### src/design/cpu_pkg.sv
// Accumulator CPU shared definitions
package cpu_pkg;

  typedef logic [31:0] word_t;  // Data, address and instruction word

  typedef enum logic [3:0] {
    op_ldi  = 4'h0,  // Acc = sign-extended 28-bit immediate
    op_ld   = 4'h1,
    op_st   = 4'h2,
    op_add  = 4'h3,
    op_sub  = 4'h4,
    op_and  = 4'h5,
    op_xor  = 4'h6,
    op_jmp  = 4'h7,
    op_jz   = 4'h8,  // Taken when the last acc write was zero
    op_in   = 4'h9,  // Acc = zero-extended ui_in
    op_halt = 4'hf
  } opcode_e;

  typedef enum logic [3:0] {
    alu_pass = 4'h0,  // Result is operand b
    alu_add  = 4'h1,
    alu_sub  = 4'h2,
    alu_and  = 4'h3,
    alu_xor  = 4'h4
  } alu_op_e;

  // Data instructions carry a memory address or an immediate
  typedef struct packed {
    opcode_e     opcode;
    logic [27:0] operand;
  } insn_alu_t;

  typedef struct packed {
    opcode_e     opcode;
    logic [3:0]  reserved;
    logic [23:0] target;  // Word address of the jump
  } insn_jump_t;

  typedef union packed {
    insn_alu_t  alu_view;
    insn_jump_t jump_view;
  } insn_u;

  typedef struct packed {
    word_t addr;   // Word address
    word_t wdata;
    logic  write;
  } bus_req_t;

  typedef struct packed {
    word_t rdata;
  } bus_rsp_t;

  // Pin frame layout
  localparam int cmd_start_bit    = 7;
  localparam int cmd_write_bit    = 0;
  localparam int frame_addr_bytes = 4;
  localparam int frame_read_bytes = 4;

endpackage

### src/design/acc_alu.sv
// Accumulator ALU
`timescale 1ns/1ps

module acc_alu (
  input  cpu_pkg::alu_op_e op,
  input  cpu_pkg::word_t   a,     // Accumulator
  input  cpu_pkg::word_t   b,     // Memory operand or immediate
  output cpu_pkg::word_t   y,
  output logic             zero
);

  always_comb begin
    case (op)
      cpu_pkg::alu_add: begin
        y = a + b;
      end
      cpu_pkg::alu_sub: begin
        y = a - b;
      end
      cpu_pkg::alu_and: begin
        y = a & b;
      end
      cpu_pkg::alu_xor: begin
        y = a ^ b;
      end
      default: begin
        y = b;  // Pass for loads, immediates and pin reads
      end
    endcase
  end

  assign zero = (y == 32'h0);  // Latched by the CPU for JZ

endmodule

### src/design/accum_cpu.sv
// Accumulator CPU sequencer
`timescale 1ns/1ps

module accum_cpu (
  input  logic              clk,
  input  logic              rst_n,
  input  logic [7:0]        in_pins,
  output logic              req_valid,
  output cpu_pkg::bus_req_t req,
  input  logic              rsp_valid,
  input  cpu_pkg::bus_rsp_t rsp
);

  typedef enum logic [2:0] {
    st_fetch,         // First fetch after reset
    st_fetch_wait,
    st_execute,
    st_operand_wait,
    st_store_wait,
    st_halted
  } state_e;

  state_e           state;
  cpu_pkg::word_t   pc;
  cpu_pkg::word_t   acc;
  logic             zero_q;
  cpu_pkg::insn_u   ir;

  cpu_pkg::opcode_e opcode;
  cpu_pkg::word_t   imm_ext;
  cpu_pkg::word_t   operand_addr;
  cpu_pkg::word_t   jump_addr;
  cpu_pkg::word_t   pc_inc;
  cpu_pkg::word_t   next_pc;
  cpu_pkg::alu_op_e alu_op;
  cpu_pkg::word_t   alu_b;
  cpu_pkg::word_t   alu_y;
  logic             alu_zero;

  function automatic cpu_pkg::bus_req_t make_req(input cpu_pkg::word_t addr,
                                                 input cpu_pkg::word_t wdata,
                                                 input logic           write);
    cpu_pkg::bus_req_t r;
    r.addr  = addr;
    r.wdata = wdata;
    r.write = write;
    return r;
  endfunction

  // Both views share the opcode field
  assign opcode       = ir.alu_view.opcode;
  assign imm_ext      = {{4{ir.alu_view.operand[27]}}, ir.alu_view.operand};
  assign operand_addr = {4'h0, ir.alu_view.operand};
  assign jump_addr    = {8'h00, ir.jump_view.target};
  assign pc_inc       = pc + 32'd1;  // One word per instruction

  always_comb begin
    case (opcode)
      cpu_pkg::op_jmp: next_pc = jump_addr;
      cpu_pkg::op_jz:  next_pc = zero_q ? jump_addr : pc_inc;
      default:         next_pc = pc_inc;
    endcase
  end

  always_comb begin
    case (opcode)
      cpu_pkg::op_add: alu_op = cpu_pkg::alu_add;
      cpu_pkg::op_sub: alu_op = cpu_pkg::alu_sub;
      cpu_pkg::op_and: alu_op = cpu_pkg::alu_and;
      cpu_pkg::op_xor: alu_op = cpu_pkg::alu_xor;
      default:         alu_op = cpu_pkg::alu_pass;
    endcase
  end

  // Operand comes from the bus, the pins or the immediate field
  always_comb begin
    if (state == st_operand_wait) begin
      alu_b = rsp.rdata;
    end else if (opcode == cpu_pkg::op_in) begin
      alu_b = {24'h0, in_pins};
    end else begin
      alu_b = imm_ext;
    end
  end

  acc_alu alu_i (
    .op   (alu_op),
    .a    (acc),
    .b    (alu_b),
    .y    (alu_y),
    .zero (alu_zero)
  );

  always_ff @(posedge clk) begin
    if (!rst_n) begin
      state     <= st_fetch;
      pc        <= 32'h0;
      acc       <= 32'h0;
      zero_q    <= 1'b1;  // Matches acc of zero
      req_valid <= 1'b0;
    end else begin
      req_valid <= 1'b0;
      case (state)
        st_fetch: begin
          req_valid <= 1'b1;
          req       <= make_req(pc, 32'h0, 1'b0);
          state     <= st_fetch_wait;
        end
        st_fetch_wait: begin
          if (rsp_valid) begin
            ir    <= cpu_pkg::insn_u'(rsp.rdata);
            state <= st_execute;
          end
        end
        st_execute: begin
          case (opcode)
            cpu_pkg::op_ld, cpu_pkg::op_add, cpu_pkg::op_sub,
            cpu_pkg::op_and, cpu_pkg::op_xor: begin
              req_valid <= 1'b1;
              req       <= make_req(operand_addr, 32'h0, 1'b0);
              state     <= st_operand_wait;
            end
            cpu_pkg::op_st: begin
              req_valid <= 1'b1;
              req       <= make_req(operand_addr, acc, 1'b1);
              state     <= st_store_wait;
            end
            cpu_pkg::op_halt: begin
              state <= st_halted;  // No more bus traffic
            end
            default: begin
              if (opcode == cpu_pkg::op_ldi || opcode == cpu_pkg::op_in) begin
                acc    <= alu_y;
                zero_q <= alu_zero;
              end
              pc        <= next_pc;
              req_valid <= 1'b1;
              req       <= make_req(next_pc, 32'h0, 1'b0);
              state     <= st_fetch_wait;
            end
          endcase
        end
        st_operand_wait: begin
          if (rsp_valid) begin
            acc       <= alu_y;
            zero_q    <= alu_zero;
            pc        <= pc_inc;
            req_valid <= 1'b1;
            req       <= make_req(pc_inc, 32'h0, 1'b0);
            state     <= st_fetch_wait;
          end
        end
        st_store_wait: begin
          if (rsp_valid) begin  // Write completion only
            pc        <= pc_inc;
            req_valid <= 1'b1;
            req       <= make_req(pc_inc, 32'h0, 1'b0);
            state     <= st_fetch_wait;
          end
        end
        default: begin
          state <= st_halted;
        end
      endcase
    end
  end

endmodule

### src/design/pin_bus_serializer.sv
// Bus to pin frame serializer
`timescale 1ns/1ps

module pin_bus_serializer (
  input  logic              clk,
  input  logic              rst_n,
  input  logic              req_valid,
  input  cpu_pkg::bus_req_t req,
  output logic              rsp_valid,
  output cpu_pkg::bus_rsp_t rsp,
  output logic [7:0]        uo_out,
  output logic [7:0]        uio_out,
  output logic [7:0]        uio_oe,
  input  logic [7:0]        uio_in
);

  logic           active;
  logic [3:0]     phase;       // 0 command, 1-4 address, 5-8 read data
  logic           write_q;
  cpu_pkg::word_t addr_sh;
  cpu_pkg::word_t wdata_sh;
  cpu_pkg::word_t rdata_q;
  logic [7:0]     cmd_byte;
  logic           cmd_phase;
  logic           addr_phase;
  logic           read_phase;
  logic [3:0]     last_phase;

  assign cmd_phase  = active && (phase == 4'd0);
  assign addr_phase = active && (phase != 4'd0) &&
                      (phase <= 4'(cpu_pkg::frame_addr_bytes));
  assign read_phase = active && (phase > 4'(cpu_pkg::frame_addr_bytes));

  // Writes end after the address bytes
  assign last_phase = write_q ? 4'(cpu_pkg::frame_addr_bytes) :
                      4'(cpu_pkg::frame_addr_bytes + cpu_pkg::frame_read_bytes);

  always_comb begin
    cmd_byte                         = 8'h00;
    cmd_byte[cpu_pkg::cmd_start_bit] = 1'b1;
    cmd_byte[cpu_pkg::cmd_write_bit] = write_q;
  end

  always_comb begin
    uo_out  = 8'h00;
    uio_out = 8'h00;
    uio_oe  = 8'h00;
    if (cmd_phase) begin
      uo_out = cmd_byte;
    end else if (addr_phase) begin
      uo_out = addr_sh[7:0];  // LSB first
      if (write_q) begin
        uio_out = wdata_sh[7:0];
        uio_oe  = 8'hff;
      end
    end
  end

  always_ff @(posedge clk) begin
    if (!rst_n) begin
      active    <= 1'b0;
      phase     <= 4'd0;
      rsp_valid <= 1'b0;
    end else begin
      rsp_valid <= 1'b0;
      if (active) begin
        if (phase == last_phase) begin
          active    <= 1'b0;
          rsp_valid <= 1'b1;
        end
        phase <= phase + 4'd1;
      end else if (req_valid) begin
        active <= 1'b1;
        phase  <= 4'd0;
      end
    end
  end

  // Request payload and byte shifters
  always_ff @(posedge clk) begin
    if (!active && req_valid) begin
      write_q  <= req.write;
      addr_sh  <= req.addr;
      wdata_sh <= req.wdata;
    end else if (addr_phase) begin
      addr_sh  <= addr_sh >> 8;
      wdata_sh <= wdata_sh >> 8;
    end
    if (read_phase) begin
      rdata_q <= {uio_in, rdata_q[31:8]};  // First byte ends up lowest
    end
  end

  assign rsp.rdata = rdata_q;

endmodule

### src/design/tt_um_cpuhandler.sv
// Tiny Tapeout CPU top
`timescale 1ns/1ps

module tt_um_cpuhandler (
  input  wire [7:0] ui_in,    // Read by the IN instruction
  output wire [7:0] uo_out,   // Command and address bytes
  input  wire [7:0] uio_in,   // Read data bytes
  output wire [7:0] uio_out,  // Write data bytes
  output wire [7:0] uio_oe,
  input  wire       ena,      // Always high on the chip, not needed here
  input  wire       clk,
  input  wire       rst_n
);

  logic              req_valid;
  cpu_pkg::bus_req_t req;
  logic              rsp_valid;
  cpu_pkg::bus_rsp_t rsp;

  accum_cpu cpu_i (
    .clk       (clk),
    .rst_n     (rst_n),
    .in_pins   (ui_in),
    .req_valid (req_valid),
    .req       (req),
    .rsp_valid (rsp_valid),
    .rsp       (rsp)
  );

  pin_bus_serializer ser_i (
    .clk       (clk),
    .rst_n     (rst_n),
    .req_valid (req_valid),
    .req       (req),
    .rsp_valid (rsp_valid),
    .rsp       (rsp),
    .uo_out    (uo_out),
    .uio_out   (uio_out),
    .uio_oe    (uio_oe),
    .uio_in    (uio_in)
  );

endmodule

### config.mk
export PLATFORM = sky130hd
export DESIGN_NAME = tt_um_cpuhandler
export DESIGN_NICKNAME = d
export VERILOG_FILES = /design/src/design/cpu_pkg.sv /design/src/design/acc_alu.sv /design/src/design/accum_cpu.sv /design/src/design/pin_bus_serializer.sv /design/src/design/tt_um_cpuhandler.sv
export SDC_FILE = /design/constraint.sdc
export NUM_CORES = 1
export LEC_CHECK = 0
export BUFFER_PORTS_ARGS = -buffer_cell sky130_fd_sc_hd__buf_2
export CAP_MARGIN = 30
export CORE_ASPECT_RATIO = 1.4
export CORE_MARGIN = 5
export CORE_UTILIZATION = 60
export CTS_CLUSTER_DIAMETER = 100
export CTS_CLUSTER_SIZE = 12
export DETAILED_ROUTE_END_ITERATION = 8
export PLACE_DENSITY_LB_ADDON = 0.05
export SLEW_MARGIN = 20
export SYNTH_ARGS = -nofsm -noshare
export SYNTH_HDL_FRONTEND = slang
export SYNTH_SLANG_ARGS = --single-unit
### constraint.sdc
create_clock -name clk -period 7.6 [get_ports clk]
set_input_delay 1.52 -clock clk [delete_from_list [all_inputs] [get_ports clk]]
set_output_delay 1.52 -clock clk [all_outputs]
set_load 0.01 [all_outputs]
==> impl_metrics.toml, run 1 <==
[logic_synthesis]
ys.flop_type = "edfxtp_1"
yosys.area.top_type = "edfxtp_1"
synth_compound_area_frac = 0.1896
syn_avg_cell_area_um2 = 9.711
yosys.area.top_type_share = 0.3685
synth_nets = 1714
synth-async-reset-ratio = 0
synth_warnings = 0
syn_area_um2 = 15810
synthDistinctLibCells = 90
yosys.area_share.simple = 0.1772
muxShareOfSynthArea = 0.04076
synthXorXnorAreaFrac = 0.03601
synthTopCellsByArea = "edfxtp_1 (37%), dfxtp_1 (9.5%), ha_1 (5.2%)"
seq_area_frac_synth = 0.4635
synth_adder_area_share = 0.05350
synth_top_family_by_area = "compound AO/OA/AOI/OAI gates"
synth_edf_count = 194
synth_seq_cells = 269
syn_inst = 1628

[setup_path]
cp-start-kind = "flip-flop"
cp.arrival_ns = 7.20
worstSetupPathType = "flip-flop to flip-flop"
cp_max_fo = 20
cp_data_required_time_ns = 8.09
critPathCaptureType = "flip-flop"

[clocking]
cts_tree = "done"
clock_sinks = 269
clockBufferDepth = 3
clock_latency_ns = 0.55
cts_hold_buf = 0
htree_levels = 1
root_buffer = "clkbuf_16"
cts.clk_slew.worst_paths_ns = 0.07
cts-resized-gates = 0
cts_buffers = 26
cts_setup_buffers = 0

[finish]
drive_above_1_share = 0.1171
nNetsFinal = 1706
layout_commonest_cell = "edfxtp_1"
area.growth.synth_to_final_pct = 7.732
antenna_cells = 0
layout_common_cells = "edfxtp_1 (194), nor2_1 (155), a21oi_1 (133), nand2_1 (120), o21ai_0 (103)"
nFillCells = 2176

[drt]
drt_wl_total_um = 44340
vias = 12962
final_antenna_net_count = 0
drtIter0Drc = 1035
dr.pass1.iters = 5
wl_per_cell_um = 22.58
vias_per_cell = 6.600
drc_errors = 0

[power_and_ir_drop]
power_density_nw_per_um2 = 169.9
p_leak_nw = 6.334
irDropWorstVdd_v = 0.0002040

[flow_run]
cap_violations = 0

[floorplanning]
initial_core_util = 0.6057
die_h_um = 202.1
ios = 43
fp.dieW_um = 147.2
die_area_um2 = 29740
core_um2 = 26100
fp-row-count = 70

[global_routing]
antenna_found_initial = 1
grt_pass1_wl_um = 68790
grt.total_usage = 0.2953
gr-total-overflow = 0
grt_pass1_vias = 12009
grt_max_degree = 74

[worst_hold_path]
hold_class = "flip-flop to flip-flop"

[placed_design]
gp_congestion = 0.9636
hpwl_um = 31480
portBuffers = 41

[sta]
hold_slack_ns = 0.4195
fin_crit_sh = 0.8829
min_period_ns = 6.710
clock_skew_ns = 0.02149
tns_ns = 0
final_max_slew_viol_count = 0
fmax_mhz = 149.0
worst_pin_slew_ns = 0.9667
hold_viol_final = 0
max_slew_margin = 0.3556
finalSetupViolations = 0
rsz0062_at_grt = "false"

[run_status]
status = "finished clean"
[Yosys cell counts (9+ instances only)]
| cell | number |
|---|---|
| a211oi_1 | 28 |
| a21o_1 | 19 |
| a21oi_1 | 135 |
| a221o_1 | 12 |
| a221oi_1 | 16 |
| a22oi_1 | 32 |
| a31oi_1 | 18 |
| and2_1 | 62 |
| and3_1 | 32 |
| buf_1 | 9 |
| buf_2 | 12 |
| clkbuf_1 | 79 |
| dfxtp_1 | 75 |
| edfxtp_1 | 194 |
| ha_1 | 66 |
| inv_1 | 42 |
| mux2_2 | 49 |
| nand2_1 | 120 |
| nand3_1 | 29 |
| nand4_1 | 18 |
| nor2_1 | 155 |
| nor2b_1 | 10 |
| nor3_1 | 57 |
| nor4_1 | 11 |
| o21ai_0 | 103 |
| o221ai_1 | 16 |
| or2_2 | 10 |
| or3_1 | 10 |
| xnor2_1 | 45 |
| xor2_1 | 20 |
[cell type report]
cell class	instances	area [µm²]	share of cell area
Sequential cell	269	7327	0.4302
Timing Repair Buffer	74	456.7	0.02681
Multi-Input combinational cell	1207	7925	0.4653
Clock inverter	1	8.758	0.0005143
Tap cell	324	405.4	0.02380
Clock buffer	47	750.7	0.04408
Inverter	42	157.7	0.009257
[flip-flops by register name (all words and copies together) (netlist names)]
signal           count
cpu_i.acc           32
cpu_i.ir            32
cpu_i.pc            32
cpu_i.req           65
cpu_i.req_valid      1
cpu_i.state          3
cpu_i.zero_q         1
ser_i.active         1
ser_i.addr_sh       32
ser_i.phase          4
ser_i.rsp           32
ser_i.rsp_valid      1
ser_i.wdata_sh      32
ser_i.write_q        1
[path summary, 6_finish.rpt]
path / startpoint / endpoint / slack (ns) / cells past startpoint
worst max-delay path: cpu_i.ir[28]$_DFFE_PP_ / cpu_i.zero_q$_SDFFE_PN1P_ / 0.89 / 20
worst min-delay path: cpu_i.req[0]$_DFFE_PP_ / ser_i.write_q$_DFFE_PP_ / 0.42 / 0
worst max register to register: cpu_i.ir[28]$_DFFE_PP_ / cpu_i.zero_q$_SDFFE_PN1P_ / 0.89 / 20
worst min register to register: cpu_i.req[0]$_DFFE_PP_ / ser_i.write_q$_DFFE_PP_ / 0.42 / 0
[critical path, cell delays in order (launching register included)]
cell and delay (ns):
edfxtp_1 0.79, and4bb_1 0.66, nand2_1 0.14, a31oi_1 0.68, nand2b_1 0.28, nor3_1 0.09
nand2_1 0.12, o21ai_0 0.10, xnor2_1 0.18, ha_1 0.45, a21o_1 0.24, a221oi_1 0.36
o22ai_1 0.17, a31oi_1 0.51, o21ai_0 0.38, a31oi_1 0.46, mux2i_1 0.25, a21oi_1 0.13
nand3b_1 0.18, nor4_1 0.32, a221o_1 0.18
[through the flow]
stage | worst slack (ns) | power, W | cells | instance area [µm²] | utilization
final | 0.8899 | 0.002894 | 1964 | 17030 | 0.6525
after global routing | 0.5252 | 0.002998 | 1964 | 17030 | 0.6525
after CTS | 0.9751 | 0.002916 | 1963 | 17020 | 0.6523
after detailed placement | 0.7358 | 0.001727 | 1915 | 16260 | 0.6232
after global placement | 0.7478 | 0.001724 | 1914 | 16250 | 0.6227
after floorplan | 1.800 | 0.001701 | 1628 | 15810 | -
[power breakdown]
| part | switching [W] | leakage [nW] | internal [W] |
|---|---|---|---|
| Clock | 0.000536 | 0.361 | 0.000664 |
| Sequential | 0.0000114 | 2.43 | 0.00160 |
| Combinational | 0.0000471 | 3.55 | 0.0000317 |
[metal layers]
| metal | vias to the layer above | global-route usage | share of wire |
|---|---|---|---|
| li1 | 6063 | - | - |
| met2 | 564 | 0.4936 | 0.48 |
| met5 | - | 0 | 0.00025 |
| met4 | 2 | 0.1706 | 0.067 |
| met3 | 117 | 0.02848 | 0.061 |
| met1 | 6216 | 0.3748 | 0.39 |
[cell families (layout without fill, tap and decap cells)]
kind of cell	after synthesis	count (layout)
flip-flops	269	269
multiplexers	57	57
buffers and inverters	152	164
AND/OR/NAND/NOR	556	556
adder cells (fa/ha/maj)	67	67
AO/OA/AOI/OAI	462	462
XOR/XNOR	65	65
Note: power is estimated with default switching activity, not from simulation.
==> inputs of run 2 (changes only) <==
==> constraint.sdc (replaced) <==
create_clock -name clk -period 7.6 [get_ports clk]
set_input_delay 0.76 -clock clk [delete_from_list [all_inputs] [get_ports clk]]
set_output_delay 0.76 -clock clk [all_outputs]
set_load 0.01 [all_outputs]
==> run 2 against run 1 <==
  * Combinational power rose by 1%
  * Routed wire length down 0.46%
  * Fmax increased by 1.7%
  * Register-to-register slack improved by 0.11 ns
  * Critical path depth fell by 1
  * Critical path type unchanged
  * Worst setup slack better by 0.11 ns
  * First-iteration DRC count grew 25%
  * Sequential share of layout area decreased by 0.066 points
  * Via count is 1.0% lower
  * Count of clock-buffer cells in the layout stayed put
  * Total power down 0.12%
  * Sequential power about the same
==> impl_metrics.toml, run 2 (synthesis gave the netlist of run 1 again) <==
[drt]
final_antenna_net_count = 0
vias = 12829
drt_wl_total_um = 44130
vias_per_cell = 6.522
drtIter0Drc = 1293
dr.pass1.iters = 6
wl_per_cell_um = 22.44
drc_errors = 0

[power_and_ir_drop]
p_leak_nw = 6.352
irDropWorstVdd_v = 0.0002125
finalPower_w = 0.002891
power_density_nw_per_um2 = 169.5

[setup_path]
cp-start-kind = "flip-flop"
worstSetupPathType = "flip-flop to flip-flop"
crit_chain = "and4bb_1, mux2i_4, a21oi_2, or4b_4, nor3_2, and2_1, nor2_1, xnor2_1, ha_1, a21o_1, a31oi_1, o22ai_1, a211oi_1, a21oi_1, or3_1, a31oi_1, nand4_1, nor4_1, a221o_1"
critPathCaptureType = "flip-flop"
cp-startpoint = "cpu_i.ir[28]$_DFFE_PP_"
slowest_stage = "edfxtp_1"
cpMostUsedCell = "a31oi_1"
cp_max_fo = 20
cp.arrival_ns = 7.08
max_stage_delay_ns = 0.83
cp_data_required_time_ns = 8.08
reg2reg_from = "cpu_i.ir[28]$_DFFE_PP_"

[placed_design]
gp_congestion = 0.9257
hpwl_um = 31860
portBuffers = 41
place_area_um2 = 16270

[clocking]
clockBufferDepth = 3
cts_hold_buf = 0
cts-resized-gates = 0
cts_setup_buffers = 0
cts.clk_slew.worst_paths_ns = 0.07
clock_sinks = 269
root_buffer = "clkbuf_16"
clock_latency_ns = 0.54
cts_buffers = 26
htree_levels = 1
cts_tree = "done"

[global_routing]
grt.total_usage = 0.2918
gr-total-overflow = 0
grt_pass1_wl_um = 68460
antenna_found_initial = 0
grt_max_degree = 74
grt_pass1_vias = 12027

[sta]
final_max_slew_viol_count = 0
finalSetupViolations = 0
clock_skew_ns = 0.02511
fmax_mhz = 151.5
min_period_ns = 6.601
fin_crit_sh = 0.8685
max_slew_margin = 0.3255
hold_slack_ns = 0.3953
hold_viol_final = 0
rsz0062_at_grt = "false"
worst_pin_slew_ns = 0.9990
tns_ns = 0

[finish]
regMostFlops = "cpu_i.req"
largest_reg_flops = 65
nNetsFinal = 1709
fin_util = 0.6535
drive_above_1_share = 0.1187
layout_commonest_cell = "edfxtp_1"
area.growth.synth_to_final_pct = 7.899
design_area_um2 = 17060
layout_common_cells = "edfxtp_1 (194), nor2_1 (155), a21oi_1 (133), nand2_1 (120), o21ai_0 (103)"
antenna_cells = 0

[worst_hold_path]
worstHoldStart = "uio_in[3]"
hold_class = "primary input to flip-flop"

[floorplanning]
ios = 43
initial_core_util = 0.6057
core_um2 = 26100
fp-row-count = 70
die_h_um = 202.1
fp.dieW_um = 147.2
die_area_um2 = 29740

[run_status]
status = "finished clean"

[flow_run]
cap_violations = 0
[run 2: cell types whose count changed in the layout (fill, tap and decap cells not counted)]
cell             change
clkdlybuf4s15_2      -1
buf_8                +1
buf_4                +3
[run 2: final timing paths]
| path | to | slack (ns) | cells after the start |
|---|---|---|---|
| setup / recovery | cpu_i.zero_q$_SDFFE_PN1P_ | 1.0 | 19 |
| hold / removal | ser_i.rsp[27]$_DFFE_PP_ | 0.40 | 1 |
| setup reg to reg | cpu_i.zero_q$_SDFFE_PN1P_ | 1.0 | 19 |
| hold reg to reg | ser_i.write_q$_DFFE_PP_ | 0.42 | 0 |
[run 2: where the power goes]
part	switching (W)	total, W	internal [W]
sequential	0.0000112	0.00162	0.00160
combinational	0.0000478	0.0000796	0.0000318
clock	0.000532	0.00120	0.000664
total	0.000591	0.00289	0.00230
[run 2: area by class of cell]
class / count / area (µm²)
inverters: 42 / 157.7
clock inverters: 1 / 8.758
clock buffers: 47 / 750.7
well taps: 324 / 405.4
flip-flops and latches: 269 / 7327
repair buffers: 77 / 483.0
fillers: 2151 / 9042
multi-input cells: 1207 / 7925
[run 2: layer usage]
metal / share of wire / GRT usage / vias to the layer above
met1: 0.39 / 0.3730 / 6084
li1: - / - / 6073
met3: 0.063 / 0.02803 / 117
met4: 0.065 / 0.1672 / 0
met2: 0.48 / 0.4850 / 555
met5: 0 / 0 / -
[run 2: critical path, delay by kind of cell (launching register included)]
| family | cells | cell delay, ns |
|---|---|---|
| AND/OR/NAND/NOR | 8 | 2.79 |
| flip-flops | 1 | 0.83 |
| multiplexers | 1 | 0.37 |
| AO/OA/AOI/OAI | 8 | 2.02 |
| XOR/XNOR | 1 | 0.13 |
| adder cells (fa/ha/maj) | 1 | 0.41 |
[run 2: through the flow]
step / instances / setup slack (ns)
finish: 1967 / 0.9995
global route: 1967 / 0.5342
CTS: 1964 / 1.075
detailed placement: 1916 / 1.099
global placement: 1916 / 1.190
floorplan: 1628 / 2.560
==> inputs of run 3 (changes only) <==
==> constraint.sdc (replaced) <==
create_clock -name clk -period 7.4 [get_ports clk]
set_input_delay 0.74 -clock clk [delete_from_list [all_inputs] [get_ports clk]]
set_output_delay 0.74 -clock clk [all_outputs]
set_load 0.01 [all_outputs]
==> run 3 against run 2 <==
  * Routed wire length is essentially flat
  * Via count shrank 0.27%
  * Highest routed layer unchanged
  * Worst setup slack lost 0.24 ns
  * Count of clock-buffer cells in the layout is the same
  * Critical path type unchanged
  * Die area is the same
  * Core utilization is the same
  * Critical path depth is the same
  * Cell count is essentially flat
  * Register-to-register slack lost 0.24 ns
==> impl_metrics.toml, run 3 (synthesis gave the netlist of run 1 again) <==
[global_routing]
grt.total_usage = 0.2917
grt_max_degree = 74
grt_pass1_wl_um = 68420
antenna_found_initial = 0
grt_pass1_vias = 12089
gr-total-overflow = 0

[drt]
wl_per_cell_um = 22.45
final_antenna_net_count = 0
dr.pass1.iters = 6
drc_errors = 0
drtIter0Drc = 1434
drt_wl_total_um = 44170
vias_per_cell = 6.502
vias = 12795

[clocking]
cts.clk_slew.worst_paths_ns = 0.06
cts_tree = "done"
cts_hold_buf = 0
cts_buffers = 26
root_buffer = "clkbuf_16"
clockBufferDepth = 3
cts-resized-gates = 0
clock_sinks = 269
htree_levels = 1
clock_latency_ns = 0.54
cts_setup_buffers = 0

[floorplanning]
core_um2 = 26100
fp.dieW_um = 147.2
initial_core_util = 0.6057
die_area_um2 = 29740
die_h_um = 202.1
fp-row-count = 70
ios = 43

[finish]
nFillCells = 2133
multi_input_area_um2 = 7925
regMostFlops = "cpu_i.req"
area.growth.synth_to_final_pct = 7.899
layout_commonest_cell = "edfxtp_1"
largest_reg_flops = 65
nNetsFinal = 1710
antenna_cells = 0
seq_area_um2 = 7327
layout_common_cells = "edfxtp_1 (194), nor2_1 (155), a21oi_1 (133), nand2_1 (120), o21ai_0 (103)"
design_area_um2 = 17060
drive_above_1_share = 0.1192

[sta]
fin_crit_sh = 0.8970
finalSetupViolations = 0
fmax_mhz = 150.6
clock_skew_ns = 0.01618
min_period_ns = 6.638
worst_pin_slew_ns = 1.031
hold_viol_final = 0
rsz0062_at_grt = "false"
tns_ns = 0
max_slew_margin = 0.3097
final_max_slew_viol_count = 0

[setup_path]
r2r_slack_ns = 0.76
cp_max_fo = 18
cp-startpoint = "cpu_i.ir[30]$_DFFE_PP_"
critPathCaptureType = "flip-flop"
cp_data_required_time_ns = 7.88
reg2reg_from = "cpu_i.ir[30]$_DFFE_PP_"
cp.arrival_ns = 7.11
rr_worst_depth = 19
critical_path.endpoint = "cpu_i.zero_q$_SDFFE_PN1P_"
cpMostUsedCell = "a31oi_1"
rr_endpoint = "cpu_i.zero_q$_SDFFE_PN1P_"
cp-start-kind = "flip-flop"
worstSetupPathType = "flip-flop to flip-flop"
slowest_stage = "a31oi_1"
crit_chain = "and4bb_1, nand2_1, a31oi_1, nor3_1, nand2_1, o21ai_0, xnor2_1, ha_1, a21o_1, a221oi_1, o22ai_1, a31oi_1, o21ai_0, a31oi_1, mux2i_1, a21oi_1, nand3b_1, nor4_1, a221o_1"
max_stage_delay_ns = 0.85

[run_status]
status = "finished clean"

[power_and_ir_drop]
p_leak_nw = 6.354
irDropWorstVdd_v = 0.0002470
power_density_nw_per_um2 = 173.4

[worst_hold_path]
hold_class = "primary input to flip-flop"

[flow_run]
cap_violations = 0

[placed_design]
portBuffers = 41
place_area_um2 = 16300
gp_congestion = 0.9705
hpwl_um = 31630
-- run 3: cell types whose count changed in the layout (fill, tap and decap cells not counted) --
cell      before  now
buf_4         34   37
buf_8          1    0
clkbuf_4       1    0
-- run 3: cell type report --
type	count	area share
Clock inverter	1	0.0005135
Timing Repair Buffer	78	0.02831
Tap cell	324	0.02377
Inverter	42	0.009242
Multi-Input combinational cell	1207	0.4646
Clock buffer	47	0.04401
Sequential cell	269	0.4295
-- run 3: how the worst min path moves through the flow --
stage | startpoint | end | slack (ns) | cells past startpoint
2_1_floorplan | cpu_i.req[0]$_DFFE_PP_ | ser_i.write_q$_DFFE_PP_ | 0.40 | 0
3_3_place_gp | cpu_i.req[0]$_DFFE_PP_ | ser_i.write_q$_DFFE_PP_ | 0.40 | 0
3_5_place_dp | cpu_i.req[0]$_DFFE_PP_ | ser_i.write_q$_DFFE_PP_ | 0.40 | 0
4_1_cts | uio_in[3] | ser_i.rsp[27]$_DFFE_PP_ | 0.36 | 1
5_1_grt | uio_in[5] | ser_i.rsp[29]$_DFFE_PP_ | 0.37 | 1
6_report | uio_in[3] | ser_i.rsp[27]$_DFFE_PP_ | 0.38 | 1
-- run 3: worst max-delay path, delay by kind of cell, from the launching register on --
kind | cells | cell delay (ns)
and+or+nand+nor | 6 | 1.77
AOI/OAI and AO/OA | 10 | 3.30
muxes | 1 | 0.26
xor gates and xnor gates | 1 | 0.17
adders and majority gates | 1 | 0.43
DFF | 1 | 0.64
-- run 3: per-layer routing --
layer,wire [µm],vias to the layer above,track usage
met5,0,-,0
met4,2661,0,0.1536
met3,2815,116,0.02758
met2,21260,549,0.4906
met1,17440,6053,0.3742
li1,-,6077,-
-- run 3: report_power, final --
group          leakage (nW)  switching [W]   total, W  internal (W)
Clock                 0.361       0.000536    0.00122      0.000681
Sequential             2.43      0.0000102    0.00166       0.00165
Combinational          3.57      0.0000502  0.0000832     0.0000330
-- run 3: stage by stage --
step                utilization  power [W]  cells  setup WS (ns)  hold WS, ns
detailed placement       0.6244   0.001775   1920         0.8668       0.4045
CTS                      0.6535   0.002984   1968         0.8198       0.3613
global placement         0.6244   0.001772   1920         0.9422       0.4034
floorplan                     -   0.001747   1628          2.380       0.4003
finish                   0.6535   0.002958   1968         0.7620       0.3816
global route             0.6535   0.003061   1968         0.3845       0.3663
